File: src/zynq_shell_pkg.sv
`default_nettype none

package zynq_shell_pkg;

   ////////////////////////////////////////////////////////////////////////////
   // bus widths and sizes

   localparam int S_ADDR_W   = 10;
   localparam int DATA_W     = 32;
   localparam int M_ADDR_W   = 32;
   localparam int STRB_W     = DATA_W / 8;

   localparam int FIFO_DEPTH = 8;
   localparam int FIFO_CNT_W = 4;
   localparam int CNT_W      = 32;

   // start of the DRAM window as BlackParrot sees it
   localparam logic [M_ADDR_W-1:0] BP_DRAM_BASE   = 32'h8000_0000;
   localparam logic [DATA_W-1:0]   UNMAPPED_RDATA = 32'hDEAD_BEEF;

   ////////////////////////////////////////////////////////////////////////////
   // register map, byte offsets on the slave port

   typedef enum logic [S_ADDR_W-1:0]
   {
      CSR_PL_RESETN   = 10'h000,
      CSR_DRAM_BASE   = 10'h004,
      CSR_FIFO        = 10'h008,
      CSR_WRITES_DONE = 10'h00C,
      CSR_RESP_ERRS   = 10'h010
   } csr_addr_e;

   // write engine states
   typedef enum logic [1:0]
   {
      E_GET_ADDR,
      E_GET_DATA,
      E_ISSUE,
      E_RESP
   } eng_state_e;

endpackage

`default_nettype wire

File: src/shell_csr_if.sv
`timescale 1ns/1ps
`default_nettype none

interface shell_csr_if;
   import zynq_shell_pkg::*;

   // register side
   logic                pl_reset;
   logic [M_ADDR_W-1:0] dram_base;

   // engine side
   logic [CNT_W-1:0]    writes_done;
   logic [CNT_W-1:0]    resp_errs;

   modport shell
   (output pl_reset, dram_base
    , input writes_done, resp_errs
   );

   modport engine
   (input pl_reset, dram_base
    , output writes_done, resp_errs
   );

endinterface

`default_nettype wire

File: src/ps_axil_slave.sv
`timescale 1ns/1ps
`default_nettype none

module ps_axil_slave
  (input  logic                                  aclk_i
   , input  logic                                reset_i

   // write address and data
   , input  logic [zynq_shell_pkg::S_ADDR_W-1:0] s_awaddr_i
   , input  logic                                s_awvalid_i
   , output logic                                s_awready_o
   , input  logic [zynq_shell_pkg::DATA_W-1:0]   s_wdata_i
   , input  logic [zynq_shell_pkg::STRB_W-1:0]   s_wstrb_i
   , input  logic                                s_wvalid_i
   , output logic                                s_wready_o

   // write response
   , output logic [1:0]                          s_bresp_o
   , output logic                                s_bvalid_o
   , input  logic                                s_bready_i

   // read address and data
   , input  logic [zynq_shell_pkg::S_ADDR_W-1:0] s_araddr_i
   , input  logic                                s_arvalid_i
   , output logic                                s_arready_o
   , output logic [zynq_shell_pkg::DATA_W-1:0]   s_rdata_o
   , output logic [1:0]                          s_rresp_o
   , output logic                                s_rvalid_o
   , input  logic                                s_rready_i

   // queue push side
   , output logic [zynq_shell_pkg::DATA_W-1:0]   push_data_o
   , output logic                                push_v_o
   , input  logic                                push_ready_i
   , input  logic [zynq_shell_pkg::FIFO_CNT_W-1:0] fifo_count_i

   , shell_csr_if.shell                          csr
   );

   import zynq_shell_pkg::*;

   logic                pl_resetn_q;
   logic [M_ADDR_W-1:0] dram_base_q;
   logic                bvalid_q;
   logic                rvalid_q;
   logic [DATA_W-1:0]   rdata_q;
   logic [DATA_W-1:0]   rdata_mux;
   logic                aw_is_fifo;
   logic                wr_fire;
   logic                ar_fire;

   assign csr.pl_reset  = reset_i | ~pl_resetn_q;
   assign csr.dram_base = dram_base_q;

   ////////////////////////////////////////////////////////////////////////////
   // write path

   assign aw_is_fifo = (s_awaddr_i == CSR_FIFO);

   // a full queue holds off address and data together
   assign wr_fire = s_awvalid_i & s_wvalid_i & ~bvalid_q
                  & (~aw_is_fifo | push_ready_i | csr.pl_reset);

   assign s_awready_o = wr_fire;
   assign s_wready_o  = wr_fire;
   assign s_bvalid_o  = bvalid_q;
   assign s_bresp_o   = 2'b00;

   // pushes are dropped while the PL is held in reset
   assign push_data_o = s_wdata_i;
   assign push_v_o    = wr_fire & aw_is_fifo & ~csr.pl_reset;

   always_ff @(posedge aclk_i)
   begin
      if (reset_i)
      begin
         pl_resetn_q <= 1'b0;
         dram_base_q <= '0;
         bvalid_q    <= 1'b0;
      end
      else
      begin
         if (wr_fire)
            bvalid_q <= 1'b1;
         else if (s_bready_i)
            bvalid_q <= 1'b0;

         if (wr_fire)
         begin
            case (s_awaddr_i)
               CSR_PL_RESETN:
                  if (s_wstrb_i[0])
                     pl_resetn_q <= s_wdata_i[0];
               CSR_DRAM_BASE:
                  for (int b = 0; b < STRB_W; b++)
                  begin
                     if (s_wstrb_i[b])
                        dram_base_q[8*b +: 8] <= s_wdata_i[8*b +: 8];
                  end
               default:
                  ;
            endcase
         end
      end
   end

   ////////////////////////////////////////////////////////////////////////////
   // read path

   assign ar_fire     = s_arvalid_i & ~rvalid_q;
   assign s_arready_o = ar_fire;
   assign s_rvalid_o  = rvalid_q;
   assign s_rdata_o   = rdata_q;
   assign s_rresp_o   = 2'b00;

   always_comb
   begin
      case (s_araddr_i)
         CSR_PL_RESETN:   rdata_mux = DATA_W'(pl_resetn_q);
         CSR_DRAM_BASE:   rdata_mux = DATA_W'(dram_base_q);
         CSR_FIFO:        rdata_mux = DATA_W'(fifo_count_i);
         CSR_WRITES_DONE: rdata_mux = DATA_W'(csr.writes_done);
         CSR_RESP_ERRS:   rdata_mux = DATA_W'(csr.resp_errs);
         default:         rdata_mux = UNMAPPED_RDATA;
      endcase
   end

   always_ff @(posedge aclk_i)
   begin
      if (reset_i)
         rvalid_q <= 1'b0;
      else if (ar_fire)
         rvalid_q <= 1'b1;
      else if (s_rready_i)
         rvalid_q <= 1'b0;
   end

   // data is captured once per accepted read
   always_ff @(posedge aclk_i)
   begin
      if (ar_fire)
         rdata_q <= rdata_mux;
   end

   a_bvalid_hold: assert property (@(posedge aclk_i) disable iff (reset_i)
      s_bvalid_o && !s_bready_i |=> s_bvalid_o);

endmodule

`default_nettype wire

File: src/ps_to_pl_fifo.sv
`timescale 1ns/1ps
`default_nettype none

module ps_to_pl_fifo
  (input  logic                                    aclk_i
   , input  logic                                  reset_i

   , input  logic [zynq_shell_pkg::DATA_W-1:0]     push_data_i
   , input  logic                                  push_v_i
   , output logic                                  push_ready_o

   , output logic [zynq_shell_pkg::DATA_W-1:0]     pop_data_o
   , output logic                                  pop_v_o
   , input  logic                                  pop_yumi_i

   , output logic [zynq_shell_pkg::FIFO_CNT_W-1:0] count_o
   );

   import zynq_shell_pkg::*;

   logic [DATA_W-1:0]             mem_q [FIFO_DEPTH];
   logic [$clog2(FIFO_DEPTH)-1:0] wr_ptr_q;
   logic [$clog2(FIFO_DEPTH)-1:0] rd_ptr_q;
   logic [FIFO_CNT_W-1:0]         count_q;
   logic                          push_fire;

   assign push_ready_o = (count_q != FIFO_CNT_W'(FIFO_DEPTH));
   assign pop_v_o      = (count_q != '0);
   assign pop_data_o   = mem_q[rd_ptr_q];
   assign count_o      = count_q;
   assign push_fire    = push_v_i & push_ready_o;

   // pointers wrap on their own, depth is a power of two
   always_ff @(posedge aclk_i)
   begin
      if (reset_i)
      begin
         wr_ptr_q <= '0;
         rd_ptr_q <= '0;
         count_q  <= '0;
      end
      else
      begin
         if (push_fire)
            wr_ptr_q <= wr_ptr_q + 1'b1;
         if (pop_yumi_i)
            rd_ptr_q <= rd_ptr_q + 1'b1;
         if (push_fire && !pop_yumi_i)
            count_q <= count_q + 1'b1;
         else if (!push_fire && pop_yumi_i)
            count_q <= count_q - 1'b1;
      end
   end

   always_ff @(posedge aclk_i)
   begin
      if (push_fire)
         mem_q[wr_ptr_q] <= push_data_i;
   end

   a_no_underflow: assert property (@(posedge aclk_i) disable iff (reset_i)
      pop_yumi_i |-> pop_v_o);

endmodule

`default_nettype wire

File: src/dram_write_engine.sv
`timescale 1ns/1ps
`default_nettype none

module dram_write_engine
  (input  logic                                  aclk_i

   // queue pop side
   , input  logic [zynq_shell_pkg::DATA_W-1:0]   pop_data_i
   , input  logic                                pop_v_i
   , output logic                                pop_yumi_o

   // AXI-lite master, write channels only
   , output logic [zynq_shell_pkg::M_ADDR_W-1:0] m_awaddr_o
   , output logic                                m_awvalid_o
   , input  logic                                m_awready_i
   , output logic [zynq_shell_pkg::DATA_W-1:0]   m_wdata_o
   , output logic [zynq_shell_pkg::STRB_W-1:0]   m_wstrb_o
   , output logic                                m_wvalid_o
   , input  logic                                m_wready_i
   , input  logic [1:0]                          m_bresp_i
   , input  logic                                m_bvalid_i
   , output logic                                m_bready_o

   , shell_csr_if.engine                         csr
   );

   import zynq_shell_pkg::*;

   eng_state_e          state_q;
   logic                awvalid_q;
   logic                wvalid_q;
   logic [M_ADDR_W-1:0] awaddr_q;
   logic [DATA_W-1:0]   wdata_q;
   logic [CNT_W-1:0]    writes_done_q;
   logic [CNT_W-1:0]    resp_errs_q;
   logic                aw_done;
   logic                w_done;

   // one word per state while gathering the pair
   assign pop_yumi_o = pop_v_i & ((state_q == E_GET_ADDR) | (state_q == E_GET_DATA));

   assign m_awaddr_o  = awaddr_q;
   assign m_awvalid_o = awvalid_q;
   assign m_wdata_o   = wdata_q;
   assign m_wstrb_o   = '1;
   assign m_wvalid_o  = wvalid_q;
   assign m_bready_o  = (state_q == E_RESP);

   assign csr.writes_done = writes_done_q;
   assign csr.resp_errs   = resp_errs_q;

   // channel finished this cycle or earlier
   assign aw_done = ~awvalid_q | m_awready_i;
   assign w_done  = ~wvalid_q | m_wready_i;

   ////////////////////////////////////////////////////////////////////////////
   // control

   always_ff @(posedge aclk_i)
   begin
      if (csr.pl_reset)
      begin
         state_q       <= E_GET_ADDR;
         awvalid_q     <= 1'b0;
         wvalid_q      <= 1'b0;
         writes_done_q <= '0;
         resp_errs_q   <= '0;
      end
      else
      begin
         case (state_q)
            E_GET_ADDR:
               if (pop_v_i)
                  state_q <= E_GET_DATA;
            E_GET_DATA:
               if (pop_v_i)
               begin
                  awvalid_q <= 1'b1;
                  wvalid_q  <= 1'b1;
                  state_q   <= E_ISSUE;
               end
            E_ISSUE:
            begin
               if (m_awready_i)
                  awvalid_q <= 1'b0;
               if (m_wready_i)
                  wvalid_q <= 1'b0;
               if (aw_done && w_done)
                  state_q <= E_RESP;
            end
            E_RESP:
               if (m_bvalid_i)
               begin
                  writes_done_q <= writes_done_q + 1'b1;
                  if (m_bresp_i != 2'b00)
                     resp_errs_q <= resp_errs_q + 1'b1;
                  state_q <= E_GET_ADDR;
               end
            default:
               state_q <= E_GET_ADDR;
         endcase
      end
   end

   ////////////////////////////////////////////////////////////////////////////
   // payload

   // flip BP DRAM base off, then move into the window the PS gave us
   always_ff @(posedge aclk_i)
   begin
      if (pop_yumi_o && state_q == E_GET_ADDR)
         awaddr_q <= (M_ADDR_W'(pop_data_i) ^ BP_DRAM_BASE) + csr.dram_base;
      if (pop_yumi_o && state_q == E_GET_DATA)
         wdata_q <= pop_data_i;
   end

   a_aw_hold: assert property (@(posedge aclk_i) disable iff (csr.pl_reset)
      m_awvalid_o && !m_awready_i |=> m_awvalid_o && $stable(m_awaddr_o));

endmodule

`default_nettype wire

File: src/zynq_shell_top.sv
`timescale 1ns/1ps
`default_nettype none

module zynq_shell_top
  (input  logic                                  aclk_i
   , input  logic                                reset_i

   // PS side, AXI-lite slave
   , input  logic [zynq_shell_pkg::S_ADDR_W-1:0] s00_axil_awaddr_i
   , input  logic                                s00_axil_awvalid_i
   , output logic                                s00_axil_awready_o
   , input  logic [zynq_shell_pkg::DATA_W-1:0]   s00_axil_wdata_i
   , input  logic [zynq_shell_pkg::STRB_W-1:0]   s00_axil_wstrb_i
   , input  logic                                s00_axil_wvalid_i
   , output logic                                s00_axil_wready_o
   , output logic [1:0]                          s00_axil_bresp_o
   , output logic                                s00_axil_bvalid_o
   , input  logic                                s00_axil_bready_i
   , input  logic [zynq_shell_pkg::S_ADDR_W-1:0] s00_axil_araddr_i
   , input  logic                                s00_axil_arvalid_i
   , output logic                                s00_axil_arready_o
   , output logic [zynq_shell_pkg::DATA_W-1:0]   s00_axil_rdata_o
   , output logic [1:0]                          s00_axil_rresp_o
   , output logic                                s00_axil_rvalid_o
   , input  logic                                s00_axil_rready_i

   // DRAM side, AXI-lite master writes
   , output logic [zynq_shell_pkg::M_ADDR_W-1:0] m00_axil_awaddr_o
   , output logic                                m00_axil_awvalid_o
   , input  logic                                m00_axil_awready_i
   , output logic [zynq_shell_pkg::DATA_W-1:0]   m00_axil_wdata_o
   , output logic [zynq_shell_pkg::STRB_W-1:0]   m00_axil_wstrb_o
   , output logic                                m00_axil_wvalid_o
   , input  logic                                m00_axil_wready_i
   , input  logic [1:0]                          m00_axil_bresp_i
   , input  logic                                m00_axil_bvalid_i
   , output logic                                m00_axil_bready_o
   );

   import zynq_shell_pkg::*;

   logic [DATA_W-1:0]     push_data;
   logic                  push_v;
   logic                  push_ready;
   logic [DATA_W-1:0]     pop_data;
   logic                  pop_v;
   logic                  pop_yumi;
   logic [FIFO_CNT_W-1:0] fifo_count;

   shell_csr_if csr_if ();

   ps_axil_slave i_ps_axil_slave
     (.aclk_i        (aclk_i)
      ,.reset_i      (reset_i)
      ,.s_awaddr_i   (s00_axil_awaddr_i)
      ,.s_awvalid_i  (s00_axil_awvalid_i)
      ,.s_awready_o  (s00_axil_awready_o)
      ,.s_wdata_i    (s00_axil_wdata_i)
      ,.s_wstrb_i    (s00_axil_wstrb_i)
      ,.s_wvalid_i   (s00_axil_wvalid_i)
      ,.s_wready_o   (s00_axil_wready_o)
      ,.s_bresp_o    (s00_axil_bresp_o)
      ,.s_bvalid_o   (s00_axil_bvalid_o)
      ,.s_bready_i   (s00_axil_bready_i)
      ,.s_araddr_i   (s00_axil_araddr_i)
      ,.s_arvalid_i  (s00_axil_arvalid_i)
      ,.s_arready_o  (s00_axil_arready_o)
      ,.s_rdata_o    (s00_axil_rdata_o)
      ,.s_rresp_o    (s00_axil_rresp_o)
      ,.s_rvalid_o   (s00_axil_rvalid_o)
      ,.s_rready_i   (s00_axil_rready_i)
      ,.push_data_o  (push_data)
      ,.push_v_o     (push_v)
      ,.push_ready_i (push_ready)
      ,.fifo_count_i (fifo_count)
      ,.csr          (csr_if.shell)
      );

   // queue is held empty while the PL is in reset
   ps_to_pl_fifo i_ps_to_pl_fifo
     (.aclk_i        (aclk_i)
      ,.reset_i      (csr_if.pl_reset)
      ,.push_data_i  (push_data)
      ,.push_v_i     (push_v)
      ,.push_ready_o (push_ready)
      ,.pop_data_o   (pop_data)
      ,.pop_v_o      (pop_v)
      ,.pop_yumi_i   (pop_yumi)
      ,.count_o      (fifo_count)
      );

   dram_write_engine i_dram_write_engine
     (.aclk_i        (aclk_i)
      ,.pop_data_i   (pop_data)
      ,.pop_v_i      (pop_v)
      ,.pop_yumi_o   (pop_yumi)
      ,.m_awaddr_o   (m00_axil_awaddr_o)
      ,.m_awvalid_o  (m00_axil_awvalid_o)
      ,.m_awready_i  (m00_axil_awready_i)
      ,.m_wdata_o    (m00_axil_wdata_o)
      ,.m_wstrb_o    (m00_axil_wstrb_o)
      ,.m_wvalid_o   (m00_axil_wvalid_o)
      ,.m_wready_i   (m00_axil_wready_i)
      ,.m_bresp_i    (m00_axil_bresp_i)
      ,.m_bvalid_i   (m00_axil_bvalid_i)
      ,.m_bready_o   (m00_axil_bready_o)
      ,.csr          (csr_if.engine)
      );

endmodule

`default_nettype wire

File: config.mk
export PLATFORM = sky130hd
export DESIGN_NAME = zynq_shell_top
export DESIGN_NICKNAME = d
export VERILOG_FILES = /design/src/zynq_shell_pkg.sv /design/src/shell_csr_if.sv /design/src/ps_axil_slave.sv /design/src/ps_to_pl_fifo.sv /design/src/dram_write_engine.sv /design/src/zynq_shell_top.sv
export SDC_FILE = /design/constraint.sdc
export NUM_CORES = 1
export LEC_CHECK = 0
export ABC_AREA = 1
export BUFFER_PORTS_ARGS = -buffer_cell sky130_fd_sc_hd__buf_2
export CORE_MARGIN = 5
export CORE_UTILIZATION = 58
export DETAILED_ROUTE_END_ITERATION = 6
export GPL_TIMING_DRIVEN = 1
export HOLD_SLACK_MARGIN = 0.03
export PLACE_DENSITY = 0.77
export SETUP_SLACK_MARGIN = 0.02
export SLEW_MARGIN = 20
export SYNTH_ARGS = -nofsm -noshare
export SYNTH_HDL_FRONTEND = slang
export SYNTH_SLANG_ARGS = --single-unit
export TNS_END_PERCENT = 5
File: constraint.sdc
create_clock -name aclk_i -period 11.45 [get_ports aclk_i]
set_clock_uncertainty 0.05 [all_clocks]
set_input_delay 2.29 -clock aclk_i [delete_from_list [all_inputs] [get_ports aclk_i]]
set_output_delay 2.29 -clock aclk_i [all_outputs]
set_load 0.05 [all_outputs]
==> reports/metrics.yaml <==
cts_tree: "done"
syn_area_um2: 22200
grt_antenna_before_repair: 5
layout_commonest_cell: "nand2_1"
numCtsBuffers: 48
p_per_area_nw_per_um2: 139
grt_setup_unrepaired: "no"
combPwrFrac_pct: 2.2
syn_to_final_growth_pct: 13.4
htreeDepth: 2
clk_latency_ns: 0.62
finalNetCount: 2791
grt_overflow_total: 0
synthCells: 2516
holdCritPathClass: "reg2reg"
final_util_pct: 66.8
crit_slowest_cell: "buf_4"
seqPwrFrac_pct: 52.0
die_area_um2: 42300
yosysWarnings: 0
gp_congestion: 1.00
coreArea_um2: 37800
finalCritPeriodShare_pct: 55.5
fin_tns_setup_ns: 0
drv_slew: 0
grt_pass1_vias: 16800
totalWireLength_um: 63400
clockBufferDepth: 3
crit_top_cell: "nand2_1"
wl_per_cell_um: 19.6
grt_max_degree: 85
ant_nets: 0
swShare_pct: 21.1
die_x_um: 206
ys_seq_area_share_pct: 58.0
drv_cap: 0
crit_required_ns: 9.11
cts-root-buf: "clkbuf_16"
path_cells: "buf_2 > nor2_4 > buf_4 > nand2_1 > nor2_1 > nand2_1 > nand2_1 > nand2_2 > buf_2"
grt_pass1_wl_um: 95200
avgViaCountPerCell: 5.62
initial_core_util_pct: 58.9
max_stage_delay_ns: 0.45
drtPass1Iterations: 5
dr.first_iter.drc_count: 1935
io_buffers: 171
cts_sinks: 468
fillers: 3016
synth_area_per_cell_um2: 8.84
total_power_w: 0.00350
dr_total_vias: 18200
startpoint_type: "input port"
crit_path_end_kind: "primary output"
ys.flop_type: "edfxtp_1"
fmax_mhz: 157
ir_drop_uv: 172
post_cts_resize_count: 0
layout_common_cells: "nand2_1, nor2_1, edfxtp_1"
internal-power_w: 0.00276
critPathArrivalTime_ns: 4.02
ys_types: 40
grt.total_usage_pct: 29.7
finalHoldViolCount: 0
p_leak_nw: 9.80
post-cts-setup-buffer-count: 0
pwr-share-clk_pct: 45.8
worstSetupPathType: "in2out"
hold_buffers: 0
crit_fanout: 51
synth_edf_count: 352
worst_pin_slew_ns: 1.07
slew-limit-headroom_pct: 28.8
switching_power_w: 0.000740
setup_violations: 0
drc_errors: 0
status: "finished clean"
async_reset_ff_share_pct: 0
ys_seq_elements: 468
layout_min_cycle_time_ns: 6.36
clk_pin_slew_worst_paths_ns: 0.06
dpl.hpwl_um: 45400
fp-row-count: 71
die_h_um: 206
io_pins: 180
drive_gt1_share_pct: 11.8
[final cells by class]
type	count	area (um^2)	share of cell area, %
clock buffer	62	1340	5.29
sequential	468	12900	51.1
antenna	2	5.00	0.0198
timing repair buffer	191	1010	3.99
tap	511	639	2.53
clock inverter	26	309	1.23
multi-input combinational	1679	7940	31.5
inverter	291	1090	4.33
[metal layers]
| layer | routed length (um) | global-route usage, % | part of all wire, % |
|---|---|---|---|
| met1 | 26200 | 42.3 | 41 |
| met2 | 27800 | 44.1 | 44 |
| met3 | 6760 | 7.34 | 11 |
| met4 | 2590 | 11.9 | 4.1 |
| met5 | 123 | 1.43 | 0.19 |
[worst paths after layout]
| kind | endpoint | slack [ns] | startpoint | depth (start not counted) |
|---|---|---|---|---|
| worst min-delay path | register | 0.41 | i_ps_to_pl_fifo.rd_ptr_q[2]$_SDFFE_PN0P_ | 2 |
| worst min register to register | register | 0.41 | i_ps_to_pl_fifo.rd_ptr_q[2]$_SDFFE_PN0P_ | 2 |
| worst max register to register | i_dram_write_engine.m_awaddr_o[18]$_DFFE_PP_ | 7.01 | register | 15 |
| worst max-delay path | s00_axil_awready_o | 5.09 | reset_i | 9 |
[power by group through the flow]
stage	sequential (W)	clock [W]	combinational [W]
after global placement	0.00186	0	0.0000742
after floorplan	0.00187	0	0.0000276
final	0.00182	0.00160	0.0000771
after global routing	0.00182	0.00170	0.0000817
after detailed placement	0.00186	0	0.0000754
after CTS	0.00182	0.00162	0.0000757
[cells in the mapped netlist (all sizes together), types with 6 or more instances]
library cell | number | area share [%]
nand2 | 666 | 11
nor2 | 391 | 6.9
edfxtp | 352 | 48
inv | 288 | 4.9
o21ai | 177 | 4.0
dfxtp | 116 | 10
nand3 | 106 | 2.5
o22ai | 81 | 2.3
a21oi | 79 | 1.8
clkbuf | 54 | 0.91
ha | 42 | 2.4
nor3 | 34 | 0.91
buf | 30 | 0.86
nand4 | 24 | 0.68
nand3b | 19 | 0.64
xor2 | 19 | 0.75
or2 | 8 | 0.23
and2 | 6 | 0.17
o221ai | 6 | 0.24
[state kept, by name, indices dropped and copies added, names as in the netlist, 3 cells and up, named ones only]
| signal | flops |
|---|---|
| i_dram_write_engine.csr.resp_errs | 32 |
| i_dram_write_engine.csr.writes_done | 32 |
| i_dram_write_engine.m_awaddr_o | 32 |
| i_dram_write_engine.m_wdata_o | 32 |
| i_ps_axil_slave.csr.dram_base | 32 |
| i_ps_axil_slave.s_rdata_o | 32 |
| i_ps_to_pl_fifo.count_o | 4 |
| i_ps_to_pl_fifo.mem_q | 256 |
| i_ps_to_pl_fifo.rd_ptr_q | 3 |
| i_ps_to_pl_fifo.wr_ptr_q | 3 |
[per-stage QoR]
step | std cells | area [um^2] | setup slack, ns | hold slack (ns)
after detailed placement | 3140 | 23600 | 5.11 | 0.405
after floorplan | 2522 | 22300 | 4.79 | 0.383
final | 3230 | 25200 | 5.09 | 0.414
after CTS | 3228 | 25200 | 5.11 | 0.414
after global routing | 3230 | 25200 | 4.95 | 0.429
after global placement | 3140 | 23600 | 5.14 | 0.395
[critical path, delay by kind of cell]
family / cells / cell delay [ns]
buffers and inverters: 3 / 0.94
and+or+nand+nor: 6 / 0.71
[cells by family (layout without fill, tap and decap cells)]
family,count (synthesis),after routing,share of synthesized area [%]
other,2,10,0.0338
buffers and inverters,375,570,6.69
adder cells (fa/ha/maj),44,44,2.54
AO/OA/AOI/OAI,351,351,8.55
flip-flops,468,468,58.0
XOR/XNOR,19,19,0.748
AND/OR/NAND/NOR,1257,1257,23.5
Power figures use the tool's default switching activity.
